File: config.mk
export PLATFORM = sky130hd
export DESIGN_NAME = tdc_array_top
export DESIGN_NICKNAME = d
export VERILOG_FILES = /design/src/tdc_pkg.sv /design/src/tdc_csr.sv /design/src/tdc_channel.sv /design/src/hit_merger.sv /design/src/hit_fifo.sv /design/src/tdc_array_top.sv
export SDC_FILE = /design/constraint.sdc
export NUM_CORES = 1
export LEC_CHECK = 0
export ABC_AREA = 1
export BUFFER_PORTS_ARGS = -buffer_cell sky130_fd_sc_hd__buf_4
export CAP_MARGIN = 0
export CORE_MARGIN = 3
export CORE_UTILIZATION = 45
export CTS_BUF_LIST = sky130_fd_sc_hd__clkbuf_8 sky130_fd_sc_hd__clkbuf_16
export CTS_CLUSTER_DIAMETER = 30
export DETAILED_ROUTE_END_ITERATION = 16
export GPL_ROUTABILITY_DRIVEN = 0
export PLACE_DENSITY = 0.6
export SLEW_MARGIN = 20
export SYNTH_ARGS = -nofsm -noshare
export SYNTH_HDL_FRONTEND = slang
export SYNTH_SLANG_ARGS = --single-unit
File: constraint.sdc
create_clock -name CLK40 -period 11.11 [get_ports CLK40]
set_clock_uncertainty 0.05 [all_clocks]
set_input_delay 1.6665 -clock CLK40 [delete_from_list [all_inputs] [get_ports CLK40]]
set_output_delay 1.6665 -clock CLK40 [all_outputs]
set_load 0.03 [all_outputs]
File: src/tdc_pkg.sv
// Shared constants of the TDC readout: widths, depths, APB offsets
// Sample word type and packed hit word

package tdc_pkg;

    localparam int NUM_CH     = 4;    // Channels in the array
    localparam int SAMPLE_W   = 16;   // Oversampled bits per CLK40 cycle
    localparam int TDC_W      = 12;   // Pulse width in bins, wraps at 4096
    localparam int EVT_W      = 16;   // Event counter, wraps
    localparam int CH_ID_W    = 4;
    localparam int LOST_W     = 8;    // Saturates at 255
    localparam int FIFO_DEPTH = 16;
    localparam int FILL_W     = 5;    // Holds 0 to FIFO_DEPTH

    localparam int FIFO_AW    = $clog2(FIFO_DEPTH);
    localparam int CH_SEL_W   = $clog2(NUM_CH);
    localparam int ONES_W     = $clog2(SAMPLE_W + 1);  // Ones count of one word

    // APB register offsets
    localparam logic [7:0] ADDR_CTRL   = 8'h00;  // Soft clear
    localparam logic [7:0] ADDR_ENABLE = 8'h04;
    localparam logic [7:0] ADDR_FIFO   = 8'h08;  // Read pops
    localparam logic [7:0] ADDR_STATUS = 8'h0C;
    localparam logic [7:0] ADDR_LOST   = 8'h10;  // First of NUM_CH lost counters

    typedef logic [SAMPLE_W-1:0] sample_t;

    typedef struct packed {
        logic [CH_ID_W-1:0] ch_id;
        logic [EVT_W-1:0]   evt_cnt;
        logic [TDC_W-1:0]   tdc_val;
    } hit_t;

endpackage

File: src/tdc_csr.sv
// APB register block: control, enable mask, FIFO data and status,
// per-channel lost counters

`timescale 1ns/10ps

module tdc_csr (
    input  logic                                           CLK40,
    input  logic                                           RST_SYNC,
    input  logic                                           psel,
    input  logic                                           penable,
    input  logic                                           pwrite,
    input  logic [7:0]                                     paddr,
    input  logic [31:0]                                    pwdata,
    output logic [31:0]                                    prdata,
    output logic                                           pready,
    output logic                                           pslverr,
    input  tdc_pkg::hit_t                                  fifo_head,
    input  logic                                           fifo_empty,
    input  logic [tdc_pkg::FILL_W-1:0]                     fifo_level,
    input  logic [tdc_pkg::NUM_CH-1:0][tdc_pkg::LOST_W-1:0] lost_cnt,
    output logic [tdc_pkg::NUM_CH-1:0]                     enable,
    output logic                                           soft_clr,
    output logic                                           pop
);
    import tdc_pkg::*;

    logic                access;
    logic                wr_acc;
    logic                rd_acc;
    logic [7:0]          lost_off;
    logic                lost_sel;
    logic [CH_SEL_W-1:0] lost_idx;

    assign access = psel && penable;  // Access phase, completes this cycle
    assign wr_acc = access && pwrite;
    assign rd_acc = access && !pwrite;
    assign pready = 1'b1;             // Zero wait states

    // Lost counters sit on word addresses from ADDR_LOST upward
    assign lost_off = paddr - ADDR_LOST;
    assign lost_sel = (paddr >= ADDR_LOST) && (lost_off < 8'(4 * NUM_CH)) &&
                      (paddr[1:0] == 2'b00);
    assign lost_idx = lost_off[CH_SEL_W+1:2];

    assign pop = rd_acc && (paddr == ADDR_FIFO) && !fifo_empty;

    always_ff @(posedge CLK40) begin
        if (RST_SYNC) begin
            enable <= '0;
        end else if (wr_acc && (paddr == ADDR_ENABLE)) begin
            enable <= pwdata[NUM_CH-1:0];
        end
    end

    always_ff @(posedge CLK40) begin
        if (RST_SYNC) begin
            soft_clr <= 1'b0;
        end else begin
            soft_clr <= wr_acc && (paddr == ADDR_CTRL) && pwdata[0];  // One-cycle pulse
        end
    end

    always_comb begin
        prdata  = '0;
        pslverr = 1'b0;
        if (access) begin
            if (lost_sel) begin
                pslverr = pwrite;  // Read only
                if (!pwrite) begin
                    prdata = 32'(lost_cnt[lost_idx]);
                end
            end else begin
                case (paddr)
                    ADDR_CTRL: begin
                        prdata = '0;  // Write only, reads as zero
                    end
                    ADDR_ENABLE: begin
                        if (!pwrite) begin
                            prdata = 32'(enable);
                        end
                    end
                    ADDR_FIFO: begin
                        if (pwrite || fifo_empty) begin
                            pslverr = 1'b1;  // Read only, and nothing to pop
                        end else begin
                            prdata = fifo_head;
                        end
                    end
                    ADDR_STATUS: begin
                        if (pwrite) begin
                            pslverr = 1'b1;
                        end else begin
                            prdata = 32'({fifo_level, 3'b000, fifo_empty});
                        end
                    end
                    default: begin
                        pslverr = 1'b1;  // Unmapped
                    end
                endcase
            end
        end
    end

endmodule

File: src/tdc_channel.sv
// One TDC channel: WAIT/COUNT pulse FSM, width accumulator, event counter,
// one-entry output register and saturating lost counter

`timescale 1ns/10ps

module tdc_channel #(
    parameter int CH_ID = 0  // Must fit in CH_ID_W bits
) (
    input  logic                        CLK40,
    input  logic                        RST_SYNC,
    input  logic                        soft_clr,
    input  logic                        enable,
    input  tdc_pkg::sample_t            sample,
    input  logic                        ack,
    output logic                        pending,
    output tdc_pkg::hit_t               hit,
    output logic [tdc_pkg::LOST_W-1:0]  lost_cnt
);
    import tdc_pkg::*;

    typedef enum logic {WAIT, COUNT} state_t;

    state_t            state;
    sample_t           sample_q;
    logic [ONES_W-1:0] ones;
    logic [TDC_W-1:0]  acc;
    logic [TDC_W-1:0]  tdc_val;
    logic [EVT_W-1:0]  evt_cnt;
    logic              start;
    logic              finish;
    logic              load;
    logic              lost;

    always_ff @(posedge CLK40) begin
        sample_q <= sample;  // Input stage, word seen one cycle later
    end

    // Population count of the sample word
    always_comb begin
        ones = '0;
        for (int i = 0; i < SAMPLE_W; i++) begin
            ones = ones + ONES_W'(sample_q[i]);
        end
    end

    assign start   = (state == WAIT) && enable && (|sample_q);
    assign finish  = (state == COUNT) && !(&sample_q);  // Any zero ends the pulse
    assign tdc_val = acc + TDC_W'(ones);
    assign load    = finish && (!pending || ack);      // Register free this edge
    assign lost    = finish && pending && !ack;

    always_ff @(posedge CLK40) begin
        if (RST_SYNC || soft_clr) begin
            state <= WAIT;
        end else if (start) begin
            state <= COUNT;
        end else if (finish) begin
            state <= WAIT;
        end
    end

    always_ff @(posedge CLK40) begin
        if (start) begin
            acc <= TDC_W'(ones);
        end else if (state == COUNT) begin
            acc <= tdc_val;
        end
    end

    always_ff @(posedge CLK40) begin
        if (RST_SYNC || soft_clr) begin
            evt_cnt <= '0;
        end else if (finish) begin
            evt_cnt <= evt_cnt + 1'b1;  // Advances on lost hits too
        end
    end

    always_ff @(posedge CLK40) begin
        if (RST_SYNC || soft_clr) begin
            pending <= 1'b0;
        end else if (load) begin
            pending <= 1'b1;
        end else if (ack) begin
            pending <= 1'b0;
        end
    end

    always_ff @(posedge CLK40) begin
        if (load) begin
            hit <= '{ch_id: CH_ID_W'(CH_ID), evt_cnt: evt_cnt, tdc_val: tdc_val};
        end
    end

    always_ff @(posedge CLK40) begin
        if (RST_SYNC || soft_clr) begin
            lost_cnt <= '0;
        end else if (lost && (lost_cnt != '1)) begin
            lost_cnt <= lost_cnt + 1'b1;  // Saturating
        end
    end

endmodule

File: src/hit_merger.sv
// Round-robin merger from channel output registers into the hit FIFO

`timescale 1ns/10ps

module hit_merger (
    input  logic                                CLK40,
    input  logic                                RST_SYNC,
    input  logic                                soft_clr,
    input  logic [tdc_pkg::NUM_CH-1:0]          pending,
    input  tdc_pkg::hit_t [tdc_pkg::NUM_CH-1:0] hits,
    output logic [tdc_pkg::NUM_CH-1:0]          ack,
    input  logic                                fifo_full,
    output logic                                push,
    output tdc_pkg::hit_t                       push_data
);
    import tdc_pkg::*;

    logic [CH_SEL_W-1:0] last_grant;
    logic [CH_SEL_W-1:0] sel;
    logic                found;

    // Search starts one past the last channel granted
    always_comb begin
        logic [CH_SEL_W-1:0] idx;
        sel   = last_grant;
        found = 1'b0;
        for (int i = 1; i <= NUM_CH; i++) begin
            idx = CH_SEL_W'((int'(last_grant) + i) % NUM_CH);
            if (!found && pending[idx]) begin
                sel   = idx;
                found = 1'b1;
            end
        end
    end

    assign push      = found && !fifo_full;  // Full FIFO stalls every channel
    assign ack       = push ? (NUM_CH'(1) << sel) : '0;
    assign push_data = hits[sel];

    always_ff @(posedge CLK40) begin
        if (RST_SYNC || soft_clr) begin
            last_grant <= CH_SEL_W'(NUM_CH - 1);  // Channel 0 goes first
        end else if (push) begin
            last_grant <= sel;
        end
    end

endmodule

File: src/hit_fifo.sv
// Synchronous hit word FIFO with fill level and read-through head

`timescale 1ns/10ps

module hit_fifo (
    input  logic                       CLK40,
    input  logic                       RST_SYNC,
    input  logic                       soft_clr,
    input  logic                       push,
    input  tdc_pkg::hit_t              push_data,
    input  logic                       pop,
    output tdc_pkg::hit_t              head,
    output logic                       empty,
    output logic                       full,
    output logic [tdc_pkg::FILL_W-1:0] level
);
    import tdc_pkg::*;

    hit_t               mem [FIFO_DEPTH];
    logic [FIFO_AW-1:0] wr_ptr;
    logic [FIFO_AW-1:0] rd_ptr;
    logic               wr_en;
    logic               rd_en;

    assign wr_en = push && !full;
    assign rd_en = pop && !empty;

    always_ff @(posedge CLK40) begin
        if (wr_en) begin
            mem[wr_ptr] <= push_data;
        end
    end

    always_ff @(posedge CLK40) begin
        if (RST_SYNC || soft_clr) begin
            wr_ptr <= '0;
            rd_ptr <= '0;
            level  <= '0;
        end else begin
            if (wr_en) begin
                wr_ptr <= wr_ptr + 1'b1;  // Wraps with power-of-two depth
            end
            if (rd_en) begin
                rd_ptr <= rd_ptr + 1'b1;
            end
            case ({wr_en, rd_en})
                2'b10:   level <= level + 1'b1;
                2'b01:   level <= level - 1'b1;
                default: level <= level;
            endcase
        end
    end

    assign head  = mem[rd_ptr];
    assign empty = (level == '0);
    assign full  = (level == FILL_W'(FIFO_DEPTH));

endmodule

File: src/tdc_array_top.sv
// Four-channel TDC array: register block, channel cores, merger and hit FIFO

`timescale 1ns/10ps

module tdc_array_top (
    input  logic                                  CLK40,
    input  logic                                  RST_SYNC,
    input  tdc_pkg::sample_t [tdc_pkg::NUM_CH-1:0] samples,
    input  logic                                  psel,
    input  logic                                  penable,
    input  logic                                  pwrite,
    input  logic [7:0]                            paddr,
    input  logic [31:0]                           pwdata,
    output logic [31:0]                           prdata,
    output logic                                  pready,
    output logic                                  pslverr
);
    import tdc_pkg::*;

    logic [NUM_CH-1:0]             enable;
    logic                          soft_clr;
    logic                          pop;
    logic [NUM_CH-1:0]             pending;
    logic [NUM_CH-1:0]             ack;
    hit_t [NUM_CH-1:0]             hits;
    logic [NUM_CH-1:0][LOST_W-1:0] lost_cnt;
    logic                          push;
    hit_t                          push_data;
    hit_t                          fifo_head;
    logic                          fifo_empty;
    logic                          fifo_full;
    logic [FILL_W-1:0]             fifo_level;

    tdc_csr u_csr (
        .CLK40      (CLK40),
        .RST_SYNC   (RST_SYNC),
        .psel       (psel),
        .penable    (penable),
        .pwrite     (pwrite),
        .paddr      (paddr),
        .pwdata     (pwdata),
        .prdata     (prdata),
        .pready     (pready),
        .pslverr    (pslverr),
        .fifo_head  (fifo_head),
        .fifo_empty (fifo_empty),
        .fifo_level (fifo_level),
        .lost_cnt   (lost_cnt),
        .enable     (enable),
        .soft_clr   (soft_clr),
        .pop        (pop)
    );

    for (genvar ch = 0; ch < NUM_CH; ch++) begin : g_ch
        tdc_channel #(.CH_ID(ch)) u_channel (
            .CLK40    (CLK40),
            .RST_SYNC (RST_SYNC),
            .soft_clr (soft_clr),
            .enable   (enable[ch]),
            .sample   (samples[ch]),
            .ack      (ack[ch]),
            .pending  (pending[ch]),
            .hit      (hits[ch]),
            .lost_cnt (lost_cnt[ch])
        );
    end

    hit_merger u_merger (
        .CLK40     (CLK40),
        .RST_SYNC  (RST_SYNC),
        .soft_clr  (soft_clr),
        .pending   (pending),
        .hits      (hits),
        .ack       (ack),
        .fifo_full (fifo_full),
        .push      (push),
        .push_data (push_data)
    );

    hit_fifo u_fifo (
        .CLK40     (CLK40),
        .RST_SYNC  (RST_SYNC),
        .soft_clr  (soft_clr),
        .push      (push),
        .push_data (push_data),
        .pop       (pop),
        .head      (fifo_head),
        .empty     (fifo_empty),
        .full      (fifo_full),
        .level     (fifo_level)
    );

endmodule

==> impl_metrics.env <==
export IMPL_outcome="finished clean"
export IMPL_std_cell_rows=103
export IMPL_crit_end="prdata[0]"
export IMPL_synth_cell_types=55
export IMPL_required_ns=9.39
export IMPL_finalMaxSlewViolations=0
export IMPL_viasPerCell=5.28
export IMPL_drive_gt1_share_pct=13.5
export IMPL_cts_sinks=832
export IMPL_vias=25300
export IMPL_rsz0062_at_grt="false"
export IMPL_clk_latency_ns=0.74
export IMPL_cp_max_fo=101
export IMPL_r2r_end="g_ch[3].u_channel.hit[9]"
export IMPL_crit_slowest_cell="buf_4"
export IMPL_worstMarginPinSlew_ns=1.01
export IMPL_min_path_type="reg2reg"
export IMPL_grt_max_degree=102
export IMPL_start_kind="flip-flop"
export IMPL_post_cts_buffers=0
export IMPL_design_area_um2=43900
export IMPL_nNetsFinal=3838
export IMPL_synth_edf_count=612
export IMPL_htree_levels=4
export IMPL_drv_cap=0
export IMPL_drc=0
export IMPL_grt_pass1_wl_um=137000
export IMPL_slowest_delay_ns=0.92
export IMPL_final_seq_area_um2=22800
export IMPL_synthCells=3434
export IMPL_seq_area_frac_synth_pct=62.8
export IMPL_yosys_top_cells_area="edfxtp_1 51%, dfxtp_1 12%, nand2_1 6.3%"
export IMPL_min_period_ns=6.67
export IMPL_cts_resized=0
export IMPL_numCtsBuffers=161
export IMPL_syn_avg_cell_area_um2=10.6
export IMPL_placed_area_um2=38300
export IMPL_multiInputGateArea_um2=11900
export IMPL_ys_seq_elements=832
export IMPL_syn_to_final_growth_pct=21.2
export IMPL_drt_iter0_drc=1746
export IMPL_finalHoldViolCount=0
export IMPL_die_w_um=290
export IMPL_ioPinCount=143
export IMPL_fill_cells=6815
export IMPL_grt_use_total_pct=20.6
export IMPL_path_clk_slew_ns=0.05
export IMPL_cts_root_buf="clkbuf_16"
export IMPL_p_clk_share_pct=46.9
export IMPL_setup_tns_ns=0
export IMPL_endpoint_kind="output port"
export IMPL_crit_reg2reg_launch="g_ch[3].u_channel.sample_q[0]"
export IMPL_crit_chain="buf_4 > buf_4 > nor2_1 > nor2_1 > o21ai_0 > nand3_1 > nand3_1 > a21oi_1 > o21ai_0 > a21oi_1 > buf_4"
export IMPL_synth_xor_area_share_pct=2.03
export IMPL_ff2ff_path_depth=22
export IMPL_cts_tree="done"
export IMPL_firstDrtPassIters=5
export IMPL_p_int_w=0.00747
export IMPL_p_leak_nw=16.4
export IMPL_die_area_um2=84000
export IMPL_holdWs_ns=0.390
export IMPL_finalCritPeriodShare_pct=60.0
export IMPL_synth_simple_area_share_pct=15.7
export IMPL_hold_buffers=0
export IMPL_synth_compound_area_share_pct=9.58
export IMPL_grt_antenna_before_repair=0
export IMPL_hpwl_um=52400
export IMPL_cp_arrival_ns=4.95
export IMPL_seq_power_share_pct=37.3
export IMPL_path_class="reg2out"
export IMPL_synthAdderAreaFrac_pct=4.90
export IMPL_synth_top_family_by_area="simple AND/OR/NAND/NOR gates"
export IMPL_sw_frac_of_total_pct=27.4
export IMPL_design_core_area_um2=79400
export IMPL_wl_per_cell_um=18.1
export IMPL_r2r_setup_slack_ns=5.59
export IMPL_syn_cell_area_um2=36300
export IMPL_die_h_um=290
export IMPL_drt_total_wl_um=87100
export IMPL_ir_worst_vdd_mv=0.165
export IMPL_slew_headroom_pct=32.4
export IMPL_crit_family="buffers and inverters"
export IMPL_p_sw_w=0.00282
export IMPL_start_util_pct=45.7
export IMPL_synth_top_cell_area_share_pct=50.7
export IMPL_hold_depth=0
export IMPL_setup_viol=0
export IMPL_overflow=0
export IMPL_cts_buffer_depth=3
export IMPL_final_antenna_net_count=0
export IMPL_p_per_area_nw_per_um2=234
export IMPL_ys_warn_count=0
export IMPL_grt_pass1_vias=24900
export IMPL_port_buffers=111
export IMPL_synthMuxAreaShare_pct=0.0311
export IMPL_async_flop_share_pct=0
export IMPL_synth_ff_type="edfxtp_1"
export IMPL_cp_common_cell="buf_4"
export IMPL_combPwrFrac_pct=15.8
export IMPL_synth_area_leader_cell="edfxtp_1"
export IMPL_worst_path_buf_inv=3
export IMPL_worstSetupPathDepth=11
export IMPL_fmax_mhz=150
==> cell usage in the layout (no fill, tap or decap), drive strengths merged <==
| master | instances |
|---|---|
| diode | 1 |
| o2111ai | 5 |
| nand2 | 615 |
| nor4 | 10 |
| clkinvlp | 14 |
| o31ai | 3 |
| inv | 315 |
| and3 | 1 |
| nand3b | 1 |
| fa | 45 |
| a211o | 1 |
| buf | 165 |
| a21oi | 137 |
| and2 | 2 |
| o21a | 4 |
| a221oi | 1 |
| o22ai | 112 |
| o32ai | 1 |
| xnor2 | 15 |
| nor3 | 51 |
| nor2 | 381 |
| mux2 | 1 |
| or2 | 1 |
| o41ai | 1 |
| nand4 | 62 |
| a31oi | 22 |
| a211oi | 3 |
| conb | 3 |
| xor2 | 69 |
| edfxtp | 612 |
| clkinv | 64 |
| o21ai | 327 |
| dfxtp | 220 |
| nor3b | 10 |
| o211ai | 4 |
| nand3 | 205 |
| clkbuf | 172 |
| ha | 70 |
| a22o | 5 |
| bufinv | 16 |
==> how the worst min path moves through the flow <==
| stage | startpoint | to | slack [ns] |
|---|---|---|---|
| 4_1_cts | g_ch[2].u_channel.evt_cnt[5] | g_ch[2].u_channel.hit[17] | 0.39 |
| 5_1_grt | g_ch[2].u_channel.evt_cnt[5] | g_ch[2].u_channel.hit[17] | 0.40 |
| 3_5_place_dp | g_ch[2].u_channel.evt_cnt[5] | g_ch[2].u_channel.hit[17] | 0.37 |
| 6_report | g_ch[2].u_channel.evt_cnt[5] | g_ch[2].u_channel.hit[17] | 0.39 |
| 3_3_place_gp | g_ch[2].u_channel.evt_cnt[5] | g_ch[2].u_channel.hit[17] | 0.38 |
| 2_1_floorplan | g_ch[2].u_channel.evt_cnt[4] | g_ch[2].u_channel.hit[16] | 0.36 |
==> sequential cells by signal, summed over array words and instances (netlist names), 4 cells and up, named ones only <==
name and count:
g_ch.u_channel.sample_q 64, u_fifo.mem 480, g_ch.u_channel.lost_cnt 32, g_ch.u_channel.hit 112, g_ch.u_channel.pending 4, g_ch.u_channel.acc 48
g_ch.u_channel.evt_cnt 64, u_csr.enable 4, g_ch.u_channel.state 4, u_fifo.rd_ptr 4, u_fifo.level 5, u_fifo.wr_ptr 4
==> cell usage after synthesis, drive strengths merged (10+ instances only) <==
cell	count
nor2	381
buf	72
o22ai	112
o21ai	327
inv	283
a21oi	137
xnor2	15
xor2	69
dfxtp	220
nor3	51
edfxtp	612
nand2	615
a31oi	22
clkbuf	77
nor4	10
nand3	205
ha	70
nand4	62
nor3b	10
fa	45
==> layout make-up <==
class | count | area share, %
Tap cell | 1050 | 2.99
Sequential cell | 832 | 51.9
Inverter | 286 | 2.48
Clock inverter | 123 | 3.08
Antenna cell | 1 | 0.00570
Clock buffer | 172 | 9.64
Multi-Input combinational cell | 2168 | 27.0
Timing Repair Buffer | 165 | 2.88
==> power groups by stage <==
stage	registers, W	logic [W]	clock network, W
after floorplan	0.00389	0.00113	0
after global placement	0.00390	0.00160	0
after detailed placement	0.00390	0.00163	0
after CTS	0.00384	0.00164	0.00490
after global routing	0.00385	0.00187	0.00507
final	0.00384	0.00163	0.00482
==> kinds of logic (layout without fill, tap and decap cells) <==
| logic type | after synthesis | after routing |
|---|---|---|
| compound gates | 626 | 626 |
| xor+xnor | 84 | 84 |
| fa+ha+maj | 115 | 115 |
| buf+inv | 435 | 746 |
| flops | 832 | 832 |
| mux | 1 | 1 |
| other cells | 2 | 4 |
| simple gates | 1339 | 1339 |
==> per-layer routing <==
layer  up-vias  GRT usage (%)  wire [um]
met3       174           3.61       4610
met5         -              0          0
met4         0           7.61       2390
met2       673           34.5      42300
met1     12100           26.9      37800
li1      12300              -          -
==> metrics by stage <==
step | std cells | setup slack, ns | util [%] | power, W
3_5_place_dp | 4501 | 5.14 | 48.3 | 0.00552
2_1_floorplan | 3435 | 5.99 | - | 0.00502
6_report | 4797 | 4.44 | 55.3 | 0.0103
5_1_grt | 4796 | 4.07 | 55.3 | 0.0108
4_1_cts | 4796 | 4.33 | 55.3 | 0.0104
3_3_place_gp | 4499 | 5.17 | 48.2 | 0.00550
Note: power is estimated with default switching activity, not from simulation.
